`src/biu_pkg.sv`:
```
package biu_pkg;

   localparam int ADDR_W = 20;   // physical address
   localparam int DATA_W = 16;   // core data word
   localparam int BYTE_W = 8;    // external bus

   // bus cycle T-states
   typedef enum logic [2:0] {
      T_IDLE = 3'd0,   // idle
      T1     = 3'd1,   // address
      T2     = 3'd2,   // strobe
      T3     = 3'd3,   // data
      T4     = 3'd4    // release
   } bus_state_e;

   typedef enum logic [1:0] {
      I_IDLE = 2'd0,
      I_WAIT = 2'd1,   // pending, waiting for a boundary
      I_OUT  = 2'd2
   } intr_state_e;

   typedef enum logic {
      H_IDLE  = 1'b0,
      H_GRANT = 1'b1
   } hold_state_e;

   typedef struct packed {
      logic [ADDR_W-1:0] addr;
      logic [DATA_W-1:0] wdata;
      logic              is_write;
      logic              is_io;
      logic              is_byte;
   } cpu_req_t;

   // 8088 active levels
   typedef struct packed {
      logic ale;
      logic rd_n;
      logic wr_n;
      logic den_n;
      logic dtr;     // high while the 8088 drives data
      logic iom;     // high for i/o
   } bus_ctl_t;

   // all strobes released
   localparam bus_ctl_t BUS_IDLE = '{ale: 1'b0, rd_n: 1'b1, wr_n: 1'b1,
                                     den_n: 1'b1, dtr: 1'b0, iom: 1'b0};

endpackage

```
`src/biu_req_stage.sv`:
```
module biu_req_stage (
   input  logic              clk,
   input  logic              rst,
   input  logic              req_i,
   input  biu_pkg::cpu_req_t req_data_i,
   input  logic              hold_block_i,
   input  logic              cpu_inta_i,
   input  logic              done_i,
   output logic              go_o,
   output biu_pkg::cpu_req_t cur_req_o,
   output logic              busy_o
);

   logic accept;
   logic busy_q;
   logic go_q;
   biu_pkg::cpu_req_t req_q;

   // the only place a request gets taken
   assign accept = req_i & ~busy_q & ~hold_block_i & ~cpu_inta_i;

   always_ff @(posedge clk or negedge rst) begin
      if (!rst) begin
         busy_q <= 1'b0;
         go_q   <= 1'b0;
      end else begin
         go_q <= accept;    // one cycle start pulse
         if (accept)
            busy_q <= 1'b1;
         else if (done_i)
            busy_q <= 1'b0;
      end
   end

   // request payload, held until done
   always_ff @(posedge clk) begin
      if (accept)
         req_q <= req_data_i;
   end

   assign go_o      = go_q;
   assign cur_req_o = req_q;
   assign busy_o    = busy_q;   // stalls the core

endmodule

```
`src/biu_bus_seq.sv`:
```
module biu_bus_seq (
   input  logic                        clk,
   input  logic                        rst,
   input  logic                        go_i,
   input  biu_pkg::cpu_req_t           cur_req_i,
   input  logic                        ready_i,
   output biu_pkg::bus_ctl_t           bus_o,
   output logic [biu_pkg::ADDR_W-1:0]  a_o,
   output logic [biu_pkg::BYTE_W-1:0]  ad_o,
   output logic                        ad_oe_o,
   output logic                        cap_o,
   output logic                        cap_idx_o,
   output logic                        last_o
);

   biu_pkg::bus_state_e state, state_nxt;
   logic idx;          // 0 low byte, 1 high byte
   logic final_byte;
   logic active;
   logic [biu_pkg::BYTE_W-1:0] wr_byte;

   assign final_byte = cur_req_i.is_byte | idx;
   assign active     = (state != biu_pkg::T_IDLE);

   // second byte lives at addr + 1
   assign a_o = cur_req_i.addr + {{(biu_pkg::ADDR_W-1){1'b0}}, idx};
   assign wr_byte = idx ? cur_req_i.wdata[2*biu_pkg::BYTE_W-1:biu_pkg::BYTE_W]
                        : cur_req_i.wdata[biu_pkg::BYTE_W-1:0];

   always_comb begin
      state_nxt = state;
      case (state)
         biu_pkg::T_IDLE: if (go_i) state_nxt = biu_pkg::T1;
         biu_pkg::T1:     state_nxt = biu_pkg::T2;
         biu_pkg::T2:     state_nxt = biu_pkg::T3;
         biu_pkg::T3:     if (ready_i) state_nxt = biu_pkg::T4;   // wait states
         biu_pkg::T4:     state_nxt = final_byte ? biu_pkg::T_IDLE : biu_pkg::T1;
         default:         state_nxt = biu_pkg::T_IDLE;
      endcase
   end

   always_ff @(posedge clk or negedge rst) begin
      if (!rst) begin
         state <= biu_pkg::T_IDLE;
         idx   <= 1'b0;
      end else begin
         state <= state_nxt;
         if (state == biu_pkg::T_IDLE)
            idx <= 1'b0;
         else if (state == biu_pkg::T4 && !final_byte)
            idx <= 1'b1;   // on to the high byte
      end
   end

   // strobes and ad bus from the T-state
   always_comb begin
      bus_o   = biu_pkg::BUS_IDLE;
      ad_o    = a_o[biu_pkg::BYTE_W-1:0];
      ad_oe_o = 1'b0;
      if (active) begin
         bus_o.dtr = cur_req_i.is_write;
         bus_o.iom = cur_req_i.is_io;
      end
      case (state)
         biu_pkg::T1: begin
            bus_o.ale = 1'b1;
            ad_oe_o   = 1'b1;   // address low byte
         end
         biu_pkg::T2, biu_pkg::T3: begin
            bus_o.den_n = 1'b0;
            if (cur_req_i.is_write) begin
               bus_o.wr_n = 1'b0;
               ad_o       = wr_byte;
               ad_oe_o    = 1'b1;
            end else begin
               bus_o.rd_n = 1'b0;   // ad turned around
            end
         end
         biu_pkg::T4: begin
            // data held while wr_n rises
            if (cur_req_i.is_write) begin
               ad_o    = wr_byte;
               ad_oe_o = 1'b1;
            end
         end
         default: ;
      endcase
   end

   assign cap_o     = (state == biu_pkg::T3) & ready_i & ~cur_req_i.is_write;
   assign cap_idx_o = idx;
   assign last_o    = (state == biu_pkg::T4) & final_byte;

endmodule

```
`src/biu_rd_assemble.sv`:
```
module biu_rd_assemble (
   input  logic                        clk,
   input  logic                        rst,
   input  logic [biu_pkg::BYTE_W-1:0]  ad_i,
   input  logic                        cap_i,
   input  logic                        cap_idx_i,
   input  logic                        last_i,
   input  logic                        is_byte_i,
   input  logic                        cpu_inta_i,
   input  logic [biu_pkg::BYTE_W-1:0]  iid_i,
   output logic [biu_pkg::DATA_W-1:0]  rd_data_o,
   output logic                        done_o
);

   logic [biu_pkg::BYTE_W-1:0] lo_q, hi_q;
   logic [biu_pkg::BYTE_W-1:0] hi_word;
   logic [biu_pkg::DATA_W-1:0] rd_q;
   logic rd_seen;   // set once a byte came in, so writes leave rd_q alone
   logic done_q;

   always_ff @(posedge clk) begin
      if (cap_i && !cap_idx_i)
         lo_q <= ad_i;
      if (cap_i && cap_idx_i)
         hi_q <= ad_i;
   end

   // byte read: sign extend from bit 7
   assign hi_word = is_byte_i ? {biu_pkg::BYTE_W{lo_q[biu_pkg::BYTE_W-1]}} : hi_q;

   always_ff @(posedge clk or negedge rst) begin
      if (!rst) begin
         rd_q    <= '0;
         rd_seen <= 1'b0;
         done_q  <= 1'b0;
      end else begin
         done_q <= last_i;
         if (last_i) begin
            rd_seen <= 1'b0;
            if (rd_seen)
               rd_q <= {hi_word, lo_q};
         end else if (cap_i) begin
            rd_seen <= 1'b1;
         end
      end
   end

   // vector replaces bus data during acknowledge
   assign rd_data_o = cpu_inta_i ? {{biu_pkg::BYTE_W{1'b0}}, iid_i} : rd_q;
   assign done_o    = done_q;

endmodule

```
`src/biu_intr_gate.sv`:
```
module biu_intr_gate (
   input  logic clk,
   input  logic rst,
   input  logic intr_i,
   input  logic boundary_i,
   input  logic cpu_inta_i,
   output logic cpu_intr_o,
   output logic inta_n_o
);

   biu_pkg::intr_state_e state, state_nxt;

   always_comb begin
      state_nxt = state;
      case (state)
         biu_pkg::I_IDLE: begin
            if (intr_i)
               state_nxt = boundary_i ? biu_pkg::I_OUT : biu_pkg::I_WAIT;
         end
         biu_pkg::I_WAIT: begin
            if (!intr_i)
               state_nxt = biu_pkg::I_IDLE;   // request withdrawn
            else if (boundary_i)
               state_nxt = biu_pkg::I_OUT;
         end
         biu_pkg::I_OUT: begin
            if (!intr_i)
               state_nxt = biu_pkg::I_IDLE;
         end
         default: state_nxt = biu_pkg::I_IDLE;
      endcase
   end

   always_ff @(posedge clk or negedge rst) begin
      if (!rst)
         state <= biu_pkg::I_IDLE;
      else
         state <= state_nxt;
   end

   // never mid-instruction
   assign cpu_intr_o = (state == biu_pkg::I_OUT);
   assign inta_n_o   = ~cpu_inta_i;

endmodule

```
`src/biu_hold_ctrl.sv`:
```
module biu_hold_ctrl (
   input  logic clk,
   input  logic rst,
   input  logic hold_i,
   input  logic busy_i,
   output logic hlda_o,
   output logic hold_block_o
);

   biu_pkg::hold_state_e state, state_nxt;

   always_comb begin
      state_nxt = state;
      case (state)
         biu_pkg::H_IDLE: begin
            // only between transfers
            if (hold_i && !busy_i)
               state_nxt = biu_pkg::H_GRANT;
         end
         biu_pkg::H_GRANT: begin
            if (!hold_i)
               state_nxt = biu_pkg::H_IDLE;
         end
         default: state_nxt = biu_pkg::H_IDLE;
      endcase
   end

   always_ff @(posedge clk or negedge rst) begin
      if (!rst)
         state <= biu_pkg::H_IDLE;
      else
         state <= state_nxt;
   end

   assign hlda_o = (state == biu_pkg::H_GRANT);
   assign hold_block_o = hold_i | hlda_o;   // pending or granted

endmodule

```
`src/bus_8088_top.sv`:
```
module bus_8088_top (
   input  logic                        clk,
   input  logic                        rst,
   input  logic                        req_i,
   input  biu_pkg::cpu_req_t           req_data_i,
   input  logic                        ready_i,
   input  logic [biu_pkg::BYTE_W-1:0]  ad_i,
   input  logic                        hold_i,
   input  logic                        intr_i,
   input  logic                        boundary_i,
   input  logic                        cpu_inta_i,
   input  logic [biu_pkg::BYTE_W-1:0]  iid_i,
   output logic                        busy_o,
   output logic                        done_o,
   output logic [biu_pkg::DATA_W-1:0]  rd_data_o,
   output logic [biu_pkg::ADDR_W-1:0]  a_o,
   output logic [biu_pkg::BYTE_W-1:0]  ad_o,
   output logic                        ad_oe_o,
   output biu_pkg::bus_ctl_t           bus_o,
   output logic                        hlda_o,
   output logic                        cpu_intr_o,
   output logic                        inta_n_o
);

   biu_pkg::cpu_req_t cur_req;
   biu_pkg::bus_ctl_t seq_bus;
   logic go, hold_block, seq_oe;
   logic cap, cap_idx, last;

   biu_req_stage u_req (
      .clk(clk), .rst(rst), .req_i(req_i), .req_data_i(req_data_i),
      .hold_block_i(hold_block), .cpu_inta_i(cpu_inta_i), .done_i(done_o),
      .go_o(go), .cur_req_o(cur_req), .busy_o(busy_o));

   biu_bus_seq u_seq (
      .clk(clk), .rst(rst), .go_i(go), .cur_req_i(cur_req), .ready_i(ready_i),
      .bus_o(seq_bus), .a_o(a_o), .ad_o(ad_o), .ad_oe_o(seq_oe),
      .cap_o(cap), .cap_idx_o(cap_idx), .last_o(last));

   biu_rd_assemble u_rd (
      .clk(clk), .rst(rst), .ad_i(ad_i), .cap_i(cap), .cap_idx_i(cap_idx),
      .last_i(last), .is_byte_i(cur_req.is_byte), .cpu_inta_i(cpu_inta_i),
      .iid_i(iid_i), .rd_data_o(rd_data_o), .done_o(done_o));

   biu_intr_gate u_intr (
      .clk(clk), .rst(rst), .intr_i(intr_i), .boundary_i(boundary_i),
      .cpu_inta_i(cpu_inta_i), .cpu_intr_o(cpu_intr_o), .inta_n_o(inta_n_o));

   biu_hold_ctrl u_hold (
      .clk(clk), .rst(rst), .hold_i(hold_i), .busy_i(busy_o),
      .hlda_o(hlda_o), .hold_block_o(hold_block));

   // bus released to the hold master
   assign bus_o   = hlda_o ? biu_pkg::BUS_IDLE : seq_bus;
   assign ad_oe_o = seq_oe & ~hlda_o;

endmodule

```
`config.mk`:
```
export PLATFORM = sky130hd
export DESIGN_NAME = bus_8088_top
export DESIGN_NICKNAME = d
export VERILOG_FILES = /design/src/biu_pkg.sv /design/src/biu_req_stage.sv /design/src/biu_bus_seq.sv /design/src/biu_rd_assemble.sv /design/src/biu_intr_gate.sv /design/src/biu_hold_ctrl.sv /design/src/bus_8088_top.sv
export SDC_FILE = /design/constraint.sdc
export NUM_CORES = 1
export LEC_CHECK = 0
export ABC_AREA = 1
export BUFFER_PORTS_ARGS = -buffer_cell sky130_fd_sc_hd__buf_4
export CAP_MARGIN = 5
export CORE_MARGIN = 3
export CORE_UTILIZATION = 35
export DETAILED_ROUTE_END_ITERATION = 7
export PLACE_DENSITY_LB_ADDON = 0.1
export SYNTH_ARGS = -nofsm -noshare
export SYNTH_HDL_FRONTEND = slang
export SYNTH_HIERARCHICAL = 1
export SYNTH_SLANG_ARGS = --single-unit
```
`constraint.sdc`:
```
create_clock -name clk -period 2.9 [get_ports clk]
set_clock_uncertainty 0.1 [all_clocks]
set_input_delay 0.58 -clock clk [delete_from_list [all_inputs] [get_ports clk]]
set_output_delay 0.58 -clock clk [all_outputs]
set_load 0.01 [all_outputs]
```
After elaboration in Yosys (flattened, before gate mapping)
Index checks and enable logic that the tools add are counted.
W data, S select, Z words.
{"block": "word_totals", "register_bits": 82, "input_bits": 63, "output_inout_bits": 56, "elab_cells": 91}
{"block": "classes", "addsub": 1, "eq_ne": 11, "n_mux": 31, "n_bitwise": 14, "reduce_logical": 18}
{"operator": "$mux W8", "count": 4}
{"operator": "$add A20 B1 Y20", "count": 1}
{"operator": "$mux W16", "count": 1}
{"operator": "$pmux W3 S5", "count": 1}
{"operator": "$mux W1", "count": 12}
{"operator": "$mux W2", "count": 6}
{"operator": "$mux W3", "count": 3}
{"operator": "$ne A2 B2 Y1 const B", "count": 4}
{"operator": "$and A1 B1 Y1", "count": 7}
{"operator": "$eq A3 B2 Y1 const B", "count": 2}
{"operator": "$mux W6", "count": 1}
{"operator": "$pmux W2 S3", "count": 1}
{"operator": "$reduce_bool A2 Y1", "count": 3}
{"operator": "$not A1 Y1", "count": 5}
{"operator": "$logic_and A1 B1 Y1", "count": 4}
{"operator": "$pmux W1 S2", "count": 2}
{"operator": "$reduce_and A2 Y1", "count": 2}
{"operator": "$eq A3 B1 Y1 const B", "count": 1}
{"operator": "$eq A3 B3 Y1 const B", "count": 1}
{"operator": "$logic_not A1 Y1", "count": 3}
{"operator": "$logic_not A3 Y1", "count": 1}
{"operator": "$ne A3 B3 Y1 const B", "count": 1}
{"operator": "$reduce_and A3 Y1", "count": 1}
{"operator": "$reduce_bool A3 Y1", "count": 1}
{"operator": "other kinds (6)", "count": 7}

Depth between registers and ports, before layout
Gate-level depths: netlist (run 1).
{"block": "depth", "depth_word": 5, "ltp_mapped": 9, "mapped_depth_nobuf": 9}

Modules after synthesis
Netlist (run 1), hierarchy kept.
{"mod": "biu_rd_assemble", "instances": 1, "cells_per_inst": 144, "area_each_um2": 1446.4, "seq_area_each_um2": 930.9}
{"mod": "biu_req_stage", "instances": 1, "cells_per_inst": 49, "area_each_um2": 1253.7, "seq_area_each_um2": 1221.2}
{"mod": "biu_bus_seq", "instances": 1, "cells_per_inst": 168, "area_each_um2": 943.4, "seq_area_each_um2": 100.1}
{"mod": "biu_intr_gate", "instances": 1, "cells_per_inst": 11, "area_each_um2": 90.1, "seq_area_each_um2": 50.0}
{"mod": "bus_8088_top", "instances": 1, "cells_per_inst": 15, "area_each_um2": 56.3, "seq_area_each_um2": 0.0}
{"mod": "biu_hold_ctrl", "instances": 1, "cells_per_inst": 5, "area_each_um2": 45.0, "seq_area_each_um2": 25.0}

Worst setup path after synthesis (run 1)
No wires, ideal clock.
{"block": "synth_path", "kind": "input -> register", "start": "in hold_i", "end": "reg u_req.req_q (netlist bit u_req/cur_req_o[0]) (enable)", "setup_time_ns": 0.394, "t_arrival_ns": 1.633, "required_time_ns": 2.406, "setup_slack_ns": 0.773, "cell_stages": 5, "path_buffers": 0, "cell_sequence": "inv_1 -> nand2_1 -> nor2_2 -> nand2_1 -> inv_1"}
{"block": "synth_between", "elab_chain_len": 4}
{"item": "from (decl)", "line": "bus_8088_top.sv:8", "text": "input logic hold_i,"}
{"item": "$or A1 B1 Y1", "line": "biu_hold_ctrl.sv:36", "text": "assign hold_block_o = hold_i | hlda_o;"}
{"item": "via hold_block", "line": "bus_8088_top.sv:27", "text": "logic go, hold_block, seq_oe;"}
{"item": "$not A1 Y1", "line": "biu_req_stage.sv:20", "text": "assign accept = req_i & ~busy_q & ~hold_block_i & ~cpu_inta_i;"}
{"item": "$and A1 B1 Y1 (2 in series)", "line": "biu_req_stage.sv:20"}
{"item": "via u_req.accept", "line": "biu_req_stage.sv:14", "text": "logic accept;"}
{"item": "to (signal assigned)", "line": "biu_req_stage.sv:38", "text": "req_q <= req_data_i;"}
{"item": "to (decl)", "line": "biu_req_stage.sv:17", "text": "biu_pkg::cpu_req_t req_q;"}
The timed path passes the listed nets, and every way through them passes these cells.
A chain may end at the register's enable or synchronous reset.

Worst setup path in the final report (run 1)
{"block": "layout_path", "start": "reg u_seq.idx (netlist: u_seq/cap_idx_o)", "end": "out a_o[18] in the netlist's numbering"}
{"block": "layout_between", "elab_chain_len": 1}
{"item": "from (decl)", "line": "biu_bus_seq.sv:17", "text": "logic idx;"}
{"item": "from (signal assigned)", "line": "biu_bus_seq.sv:45", "text": "idx <= 1'b0;"}
{"item": "from (signal assigned)", "line": "biu_bus_seq.sv:49", "text": "idx <= 1'b0;"}
{"item": "from (signal assigned)", "line": "biu_bus_seq.sv:51", "text": "idx <= 1'b1;"}
{"item": "$add A20 B1 Y20", "line": "biu_bus_seq.sv:26", "text": "assign a_o = cur_req_i.addr + {{(biu_pkg::ADDR_W-1){1'b0}}, idx};"}
{"item": "to (decl)", "line": "bus_8088_top.sv:16", "text": "output logic [biu_pkg::ADDR_W-1:0] a_o,"}
No other way between the ends.

==> results.py, run 1 <==
metrics = {
    "critical_path": {
        "cell_by_cell_listing_of_the_critical_path": "ha_1, ha_1, nand3_2, inv_2, nand2_2, nor2_2, nand2_1, nand2_1, nand2_1, buf_4",
        "timing.critical_path.mode_cell": "nand2_1",
        "endpoint_type_of_the_worst_setup_path": "primary output",
        "worstSetupStartpointType": "flip-flop",
        "path_delay_family": "simple AND/OR/NAND/NOR gates",
        "worst-endpoint-required_ps": 2220,
        "slowest_delay_ps": 460,
        "crit_arrival_ps": 1950,
        "setup.worst_path.class": "reg2out",
        "path_buf_inv": 2,
        "reg2reg_setup_slack_ps": 1090,
        "critical_path.max_fanout": 9,
        "cp_slowest_cell": "dfrtp_2",
    },
    "placed_design": {
        "preCtsSetupSlack_ps": 518,
        "detailedPlacementHpwl_um": 6430,
        "gp_routability_congestion": 0.769,
        "placed_area_sq_mm": 0.00485,
        "port_buffers": 118,
    },
    "die": {
        "die-area_sq_mm": 0.0122,
        "vertical_die_dimension_um": 111,
        "floorplan.rows": 37,
        "placeableCoreArea_sq_mm": 0.0105,
        "start_util": 0.365,
        "ios": 119,
        "floorplan.die.width_um": 111,
    },
    "clock_tree": {
        "cts_buffers": 9,
        "clock_h_tree_levels": 3,
        "number_of_buffers_inserted_for_hold_repair_after_clock_tree_synthesis": 0,
        "insertion_delay_ps": 340,
        "tritoncts": "yes",
        "cts_post_setup_buffers_inserted": 0,
        "register_clock_pin_slew_on_the_reported_worst_setup_and_hold_paths_ps": 90,
        "numClockSinks": 82,
        "root_buffer_master": "clkbuf_8",
        "clock_tree_buf_depth": 2,
    },
    "drt": {
        "vias_per_cell": 4.35,
        "drt-initial-drc-count": 131,
        "num_vias": 2864,
        "drt_first_pass_iters": 4,
        "route.antenna.remaining_nets": 0,
        "wl_per_cell_um": 12.6,
        "postRouteWirelength_um": 8320,
        "drt_drc_violations_left": 0,
    },
    "synthesis": {
        "synthFlopType": "edfxtp_1",
        "synth.avg_cell_area_sq_um": 9.78,
        "synthDistinctLibCells": 30,
        "yosys_warnings": 6,
        "syn_nets": 458,
        "edff_count_synth": 55,
        "synth-seq-cells": 82,
        "synth_cells": 392,
        "ys_async_sr_fraction": 0.329,
        "syn_area_sq_mm": 0.00383,
        "synth-seq-area-share": 0.607,
    },
    "power_and_ir_drop": {
        "leakage_nw": 2.37,
        "intPower_mw": 2.29,
        "power.net_switching_mw": 1.07,
        "pwr-share-seq": 0.460,
        "p_comb_frac": 0.296,
        "power.total_mw": 3.37,
        "worst_vdd_ir_mv": 0.384,
        "p_per_area_mw_per_mm2": 665,
        "pwr-share-clk": 0.244,
        "switching_share": 0.319,
    },
    "timing": {
        "finalHoldViolations": 0,
        "unrepaired_setup_endpoints_after_global_routing": "false",
        "worst_slew_margin_rel": 0.643,
        "fmax_mhz": 380,
        "tns_ps": 0,
        "final_critical_path_setup_slack_ps": 267,
        "final-setup-viol-count": 0,
        "timing_max_transition_violations_final": 0,
        "final_period_minus_worst_setup_slack_ps": 2630,
        "worstMarginPinSlew_ps": 535,
        "post_route_clock_period_utilization": 0.908,
    },
    "run": {
        "max-cap-violations": 0,
    },
    "global_routing": {
        "grtUsageTotal": 0.142,
        "grt_pass1_vias": 2906,
        "grt_first_pass_wirelength_um": 14000,
        "grt-ovfl-total": 0,
        "grt_max_degree": 41,
        "antenna_violations_before_repair": 0,
    },
    "run_status": {
        "outcome": "finished clean",
    },
    "final_layout": {
        "layout-drive-gt1-share": 0.321,
        "design.final.nets": 584,
        "syn2layout_area_growth_pct": 31.9,
        "utilization": 0.481,
        "fillerInstances": 1016,
        "postLayoutCellArea_sq_mm": 0.00506,
        "antenna_cells_inserted": 0,
    },
    "min_path": {
        "holdCritPathClass": "in2async",
    },
}
## cell families (layout without fill, tap and decap cells)
kind of cell             after synthesis  count (layout)  share of synthesized area
AND/OR/NAND/NOR                      196             196                      0.215
flip-flops                            82              82                      0.607
buffers and inverters                 62             193                     0.0721
AO/OA/AOI/OAI                         32              32                     0.0548
XOR/XNOR                              10              10                     0.0228
multiplexers                           7               7                     0.0183
adder cells (fa/ha/maj)                3               3                    0.00979
## worst paths after layout
kind                                                   from                          end  cells past startpoint
max in group asynchronous                               rst  u_seq/cap_idx_o$_DFFE_PN0P_                      1
worst min-delay path                                    rst    u_rd/rd_q[15]$_DFFE_PN0P_                      1
worst max-delay path            u_seq/cap_idx_o$_DFFE_PN0P_                      a_o[18]                     10
worst max register to register   u_seq/state[1]$_DFFE_PN0P_       u_rd/hi_q[7]$_DFFE_PP_                      6
min in group clk                                 boundary_i  u_intr/state[0]$_DFFE_PN0P_                      2
worst min register to register       u_rd/lo_q[2]$_DFFE_PP_     u_rd/rd_q[2]$_DFFE_PN0P_                      2
## flip-flops by register name, indices dropped and copies added (netlist names)
register         cells
u_rd/hi_q            8
u_req/busy_o         1
u_seq/state          3
u_rd/done_o          1
u_rd/rd_q           16
u_hold/hlda_o        1
u_rd/lo_q            8
u_rd/rd_seen         1
u_seq/cap_idx_o      1
u_req/go_o           1
u_req/cur_req_o     39
u_intr/state         2
## stage by stage
| step | instances | hold slack (ps) |
|---|---|---|
| 2_1_floorplan | 392 | 184 |
| 3_3_place_gp | 643 | 342 |
| 3_5_place_dp | 643 | 344 |
| 4_1_cts | 659 | 35.6 |
| 5_1_grt | 659 | 44.7 |
| 6_report | 659 | 38.7 |
## what timing repair did
| action | 4_1_cts | 5_1_grt |
|---|---|---|
| endpoints found under the hold margin | 0 | 0 |
| endpoints found under the setup margin | 0 | 2 |
| resized for setup | 0 | 1 |
## power by group through the flow
stage          logic [mW]  registers [mW]  clock network (mW)
2_1_floorplan       0.592            1.55                   0
3_3_place_gp         1.01            1.57                   0
3_5_place_dp         1.02            1.58                   0
4_1_cts              1.02            1.55               0.863
5_1_grt              1.12            1.58               0.916
6_report            0.998            1.55               0.820
## synthesized netlist by cell type, drive strengths merged, types with 3 or more instances
master    n  area (sq um)
a21oi     6          41.3
inv      56           215
nand3    14          85.1
o21ai    24           154
edfxtp   55          1650
xnor2     6          52.6
nand2   127           509
ha        3          37.5
buf       6          61.3
nor2     48           188
xor2      4          35.0
dfrtp    27           676
mux2i     7          70.1
## area by class of cell
| class | count | area, sq um | share of cell area |
|---|---|---|---|
| flip-flops and latches | 82 | 2330 | 0.460 |
| well taps | 136 | 170 | 0.0336 |
| clock inverters | 5 | 42.5 | 0.00841 |
| inverters | 56 | 215 | 0.0425 |
| multi-input cells | 248 | 1230 | 0.243 |
| clock buffers | 11 | 163 | 0.0322 |
| repair buffers | 121 | 908 | 0.180 |
## per-layer routing
layer	wire length [um]	global-route usage
met1	3670	0.181
met2	3970	0.227
met3	602	0.0551
met4	85	0.0337
met5	0	0
## layout by cell type (no fill, tap or decap), drive strengths merged, types with 6 or more instances in the layout
cell type and instances:
nand2 127, buf 121, inv 58, edfxtp 55, nor2 48, dfrtp 27
o21ai 24, nand3 14, clkbuf 11, mux2i 7, xnor2 6, a21oi 6
Note: power is estimated with default switching activity, not from simulation.
==> run 2, diff against run 1 <==
--- a/config.mk
+++ b/config.mk
@@ -9,7 +9,7 @@
 export BUFFER_PORTS_ARGS = -buffer_cell sky130_fd_sc_hd__buf_4
 export CAP_MARGIN = 5
 export CORE_MARGIN = 3
-export CORE_UTILIZATION = 35
+export CORE_UTILIZATION = 51
 export DETAILED_ROUTE_END_ITERATION = 7
 export PLACE_DENSITY_LB_ADDON = 0.1
 export SYNTH_ARGS = -nofsm -noshare
==> run 2 against run 1 <==
  * Worst setup slack better by 52 ps
  * Combinational power about the same
  * Global-route usage up 5.2 points
  * Count of clock-buffer cells in the layout down 1
  * Via count up 0.49%
  * Non-clock buffer count down 1
  * Critical path depth unchanged
  * First-iteration DRC count up 6.1%
  * Critical endpoint unchanged
  * Largest cell class unchanged
==> results.py, run 2 (same netlist as run 1, synthesis figures left out) <==
metrics = {
    "run_status": {
        "outcome": "finished clean",
    },
    "critical_path": {
        "rr_startpoint": "u_seq/state[1]$_DFFE_PN0P_",
        "timing.critical_path.mode_cell": "nand2_1",
        "critical_path_depth": 10,
        "setup.worst_path.class": "reg2out",
        "timing.rr.end": "u_rd/lo_q[6]$_DFFE_PP_",
        "critical_path.max_fanout": 4,
        "critical_path.startpoint": "u_seq/cap_idx_o$_DFFE_PN0P_",
        "worst-endpoint-required_ps": 2220,
        "reg2reg_setup_slack_ps": 820,
        "crit_arrival_ps": 1900,
        "cp_slowest_cell": "dfrtp_1",
        "cell_by_cell_listing_of_the_critical_path": "ha_1, ha_1, nand3_2, inv_2, nand2_2, nor2_2, nand2_1, nand2_1, nand2_1, buf_4",
        "path_buf_inv": 2,
        "crit_end": "a_o[18]",
        "r2r_depth": 6,
        "path_delay_family": "simple AND/OR/NAND/NOR gates",
        "worstSetupStartpointType": "flip-flop",
        "endpoint_type_of_the_worst_setup_path": "primary output",
        "slowest_delay_ps": 410,
    },
    "drt": {
        "drt-initial-drc-count": 139,
        "vias_per_cell": 4.66,
        "met2_length_um": 3670,
        "drt_first_pass_iters": 4,
        "wl_met3_um": 547,
        "drt_drc_violations_left": 0,
        "m1WireLength_um": 3450,
        "wl_per_cell_um": 12.6,
        "postRouteWirelength_um": 7760,
        "top_layer": "met4",
        "num_vias": 2878,
        "route.antenna.remaining_nets": 0,
    },
    "clock_tree": {
        "register_clock_pin_slew_on_the_reported_worst_setup_and_hold_paths_ps": 80,
        "insertion_delay_ps": 330,
        "number_of_buffers_inserted_for_hold_repair_after_clock_tree_synthesis": 0,
        "clock_h_tree_levels": 3,
        "root_buffer_master": "clkbuf_8",
        "numClockSinks": 82,
        "cts_post_setup_buffers_inserted": 0,
        "cts_buffers": 9,
        "tritoncts": "yes",
        "clock_tree_buf_depth": 2,
        "cts-resized-gates": 0,
    },
    "timing": {
        "worst_slew_margin_rel": 0.551,
        "unrepaired_setup_endpoints_after_global_routing": "false",
        "tns_ps": 0,
        "final_period_minus_worst_setup_slack_ps": 2580,
        "post_route_clock_period_utilization": 0.890,
        "worstMarginPinSlew_ps": 672,
        "timing_max_transition_violations_final": 0,
        "final-setup-viol-count": 0,
        "fmax_mhz": 387,
        "finalHoldViolations": 0,
    },
    "final_layout": {
        "syn2layout_area_growth_pct": 30.1,
        "largest_register_ffs": 39,
        "layout-drive-gt1-share": 0.316,
        "fillerInstances": 573,
        "final-instance-count-excl-fill": 618,
        "postLayoutCellArea_sq_mm": 0.00499,
        "final-seq-area_sq_mm": 0.00233,
        "multiInputGateArea_sq_mm": 0.00123,
        "antenna_cells_inserted": 0,
        "utilization": 0.707,
        "design.final.nets": 583,
        "mostFrequentLayoutCells": "120 x buf_4, 118 x nand2_1, 55 x edfxtp_1, 53 x inv_1, 45 x nor2_1",
        "layout.cells.most_common": "buf_4",
    },
    "power_and_ir_drop": {
        "power.net_switching_mw": 1.04,
        "worst_vdd_ir_mv": 0.413,
        "p_comb_frac": 0.301,
        "pwr-share-seq": 0.462,
        "intPower_mw": 2.30,
        "power.total_mw": 3.34,
        "pwr-share-clk": 0.238,
        "switching_share": 0.312,
        "leakage_nw": 2.36,
        "p_per_area_mw_per_mm2": 669,
    },
    "die": {
        "die-area_sq_mm": 0.00860,
        "start_util": 0.543,
        "placeableCoreArea_sq_mm": 0.00706,
        "ios": 119,
        "floorplan.die.width_um": 92.7,
        "vertical_die_dimension_um": 92.7,
        "floorplan.rows": 30,
    },
    "global_routing": {
        "grt_max_degree": 41,
        "grtUsageTotal": 0.194,
        "antenna_violations_before_repair": 0,
        "grt_first_pass_wirelength_um": 12900,
        "grt-ovfl-total": 0,
        "grt_pass1_vias": 2816,
    },
    "placed_design": {
        "post-place-cells": 602,
        "placed_area_sq_mm": 0.00479,
        "port_buffers": 118,
        "gp_routability_congestion": 0.833,
        "detailedPlacementHpwl_um": 5990,
    },
    "run": {
        "max-cap-violations": 0,
    },
    "min_path": {
        "holdCritPathClass": "in2async",
    },
}
==> run 2: worst min path at each step <==
stage,slack [ps],depth (start not counted),startpoint,endpoint
6_report,50,1,rst,u_rd/done_o$_DFF_PN0_
5_1_grt,40,1,rst,u_intr/state[0]$_DFFE_PN0P_
4_1_cts,40,1,rst,u_intr/state[0]$_DFFE_PN0P_
3_5_place_dp,340,2,u_rd/lo_q[2]$_DFFE_PP_,u_rd/rd_q[2]$_DFFE_PN0P_
3_3_place_gp,340,2,u_rd/lo_q[2]$_DFFE_PP_,u_rd/rd_q[2]$_DFFE_PN0P_
2_1_floorplan,180,0,rst,u_hold/hlda_o$_DFF_PN0_
==> run 2: worst register-to-register path, delay by kind of cell, from the launching register on <==
| family | cells | cell delay, ps |
|---|---|---|
| buffers and inverters | 2 | 140 |
| and+or+nand+nor | 4 | 1020 |
| DFF | 1 | 460 |
==> run 2: area by class of cell <==
type,count,share of cell area
Multi-Input combinational cell,248,0.247
Clock inverter,6,0.0133
Sequential cell,82,0.467
Timing Repair Buffer,120,0.181
Tap cell,96,0.0241
Clock buffer,10,0.0256
Inverter,56,0.0431
==> run 2: power by group through the flow <==
stage	Clock (mW)	Combinational (mW)	Sequential, mW
floorplan	0	0.592	1.55
global placement	0	0.988	1.56
detailed placement	0	1.01	1.57
CTS	0.819	1.01	1.54
global route	0.882	1.12	1.57
finish	0.793	1.00	1.54
==> run 2: metal layers <==
layer / vias to the layer above / GRT usage
met3: 7 / 0.0585
li1: 1490 / -
met4: 0 / 0.0574
met1: 1286 / 0.265
met2: 95 / 0.300
met5: - / 0
==> run 2: stage by stage <==
stage | hold WS (ps) | setup WS [ps]
5_1_grt | 41.2 | 110
6_report | 48.9 | 319
2_1_floorplan | 184 | 773
3_5_place_dp | 337 | 724
3_3_place_gp | 337 | 748
4_1_cts | 42.4 | 291
==> run 3, diff against run 2 <==
--- a/config.mk
+++ b/config.mk
@@ -8,7 +8,7 @@
 export ABC_AREA = 1
 export BUFFER_PORTS_ARGS = -buffer_cell sky130_fd_sc_hd__buf_4
 export CAP_MARGIN = 5
-export CORE_MARGIN = 3
+export CORE_MARGIN = 2
 export CORE_UTILIZATION = 51
 export DETAILED_ROUTE_END_ITERATION = 7
 export PLACE_DENSITY_LB_ADDON = 0.1
==> run 3 against run 2 <==
  * Sequential cell count did not move
  * Largest cell class unchanged
  * Combinational power about the same
  * Fmax decreased by 4.6%
  * Critical path type unchanged
  * Routed wire length hardly changed
  * Cell count increased by 0.65%
==> results.py, run 3 (same netlist as run 1, synthesis figures left out) <==
metrics = {
    "run_status": {
        "outcome": "finished clean",
    },
    "clock_tree": {
        "numClockSinks": 82,
        "number_of_buffers_inserted_for_hold_repair_after_clock_tree_synthesis": 0,
        "cts-resized-gates": 0,
        "clock_tree_buf_depth": 2,
        "register_clock_pin_slew_on_the_reported_worst_setup_and_hold_paths_ps": 80,
        "clock_h_tree_levels": 3,
        "cts_post_setup_buffers_inserted": 0,
        "insertion_delay_ps": 340,
        "cts_buffers": 9,
        "root_buffer_master": "clkbuf_8",
        "tritoncts": "yes",
    },
    "final_layout": {
        "syn2layout_area_growth_pct": 30.5,
        "largest_register_ffs": 39,
        "layout.cells.most_common": "buf_4",
        "layout-drive-gt1-share": 0.317,
        "postLayoutCellArea_sq_mm": 0.00500,
        "design.final.nets": 584,
        "utilization": 0.690,
        "antenna_cells_inserted": 0,
        "mostFrequentLayoutCells": "121 x buf_4, 118 x nand2_1, 55 x edfxtp_1, 53 x inv_1, 45 x nor2_1",
    },
    "power_and_ir_drop": {
        "leakage_nw": 2.37,
        "worst_vdd_ir_mv": 0.355,
        "p_per_area_mw_per_mm2": 672,
    },
    "timing": {
        "final_critical_path_setup_slack_ps": 194,
        "final_period_minus_worst_setup_slack_ps": 2710,
        "fmax_mhz": 369,
        "worstMarginPinSlew_ps": 507,
        "final-setup-viol-count": 0,
        "timing_max_transition_violations_final": 0,
        "post_route_clock_period_utilization": 0.933,
        "tns_ps": 0,
        "worst_slew_margin_rel": 0.662,
        "unrepaired_setup_endpoints_after_global_routing": "false",
        "finalHoldViolations": 0,
    },
    "die": {
        "floorplan.rows": 31,
        "placeableCoreArea_sq_mm": 0.00725,
        "ios": 119,
        "floorplan.die.width_um": 90.7,
        "die-area_sq_mm": 0.00823,
        "vertical_die_dimension_um": 90.7,
        "start_util": 0.529,
    },
    "critical_path": {
        "rr_startpoint": "u_seq/cap_idx_o$_DFFE_PN0P_",
        "endpoint_type_of_the_worst_setup_path": "primary output",
        "critical_path.startpoint": "u_seq/cap_idx_o$_DFFE_PN0P_",
        "r2r_depth": 7,
        "reg2reg_setup_slack_ps": 1050,
        "crit_arrival_ps": 2030,
        "worstSetupStartpointType": "flip-flop",
        "timing.rr.end": "u_rd/rd_q[0]$_DFFE_PN0P_",
        "setup.worst_path.class": "reg2out",
        "worst-endpoint-required_ps": 2220,
        "critical_path.max_fanout": 7,
    },
    "drt": {
        "route.antenna.remaining_nets": 0,
        "num_vias": 2893,
        "drt-initial-drc-count": 109,
        "drt_drc_violations_left": 0,
        "wl_per_cell_um": 12.5,
        "vias_per_cell": 4.65,
        "drt_first_pass_iters": 4,
        "postRouteWirelength_um": 7750,
    },
    "global_routing": {
        "grtUsageTotal": 0.195,
        "grt_pass1_vias": 2719,
        "antenna_violations_before_repair": 0,
        "grt_first_pass_wirelength_um": 12700,
        "grt-ovfl-total": 0,
        "grt_max_degree": 41,
    },
    "min_path": {
        "holdCritPathClass": "in2async",
    },
    "placed_design": {
        "gp_routability_congestion": 0.846,
        "port_buffers": 118,
        "preCtsSetupSlack_ps": 549,
        "placed_area_sq_mm": 0.00481,
        "detailedPlacementHpwl_um": 5860,
    },
    "run": {
        "max-cap-violations": 0,
    },
}
==> run 3: layout make-up <==
class / instances / area, sq um
Clock inverter: 7 / 73.8
Fill cell: 585 / 2250
Tap cell: 99 / 124
Clock buffer: 9 / 124
Inverter: 56 / 215
Multi-Input combinational cell: 248 / 1230
Sequential cell: 82 / 2330
Timing Repair Buffer: 121 / 908
==> run 3: worst max-delay path: stages (launching register included) <==
cell     delay [ps]
dfrtp_1         530
ha_1            300
nand3_2         160
nor2_1          240
nand2_1         130
nand3_2          90
o21ai_0          80
buf_4           150
==> run 3: per-layer routing <==
metal	share of wire	global-route usage	up-vias
met5	0	0	-
met4	0.0076	0.0577	0
met3	0.058	0.0392	6
met2	0.47	0.296	89
met1	0.47	0.286	1304
li1	-	-	1494
==> run 3: worst max-delay path by stage <==
stage                                   endpoint  slack (ps)  cells past startpoint
finish                                   ad_o[5]         190                      7
floorplan           u_req/cur_req_o[0]$_DFFE_PP_         770                      5
global placement                         a_o[18]         600                     10
CTS                                      a_o[12]         180                      8
detailed placement                       a_o[12]         550                      8
global route                             a_o[15]          10                      7
==> run 3: metrics by stage <==
step | hold slack (ps) | std cells | power, mW
after floorplan | 184 | 392 | 2.14
after global placement | 339 | 606 | 2.55
after detailed placement | 350 | 606 | 2.58
after CTS | 49.1 | 622 | 3.39
after global routing | 63.7 | 622 | 3.59
final | 44.7 | 622 | 3.36
==> run 3: power breakdown <==
group	internal, mW	total (mW)	switching (mW)
registers	1.43	1.55	0.121
logic	0.466	0.995	0.529
clock network	0.404	0.817	0.412
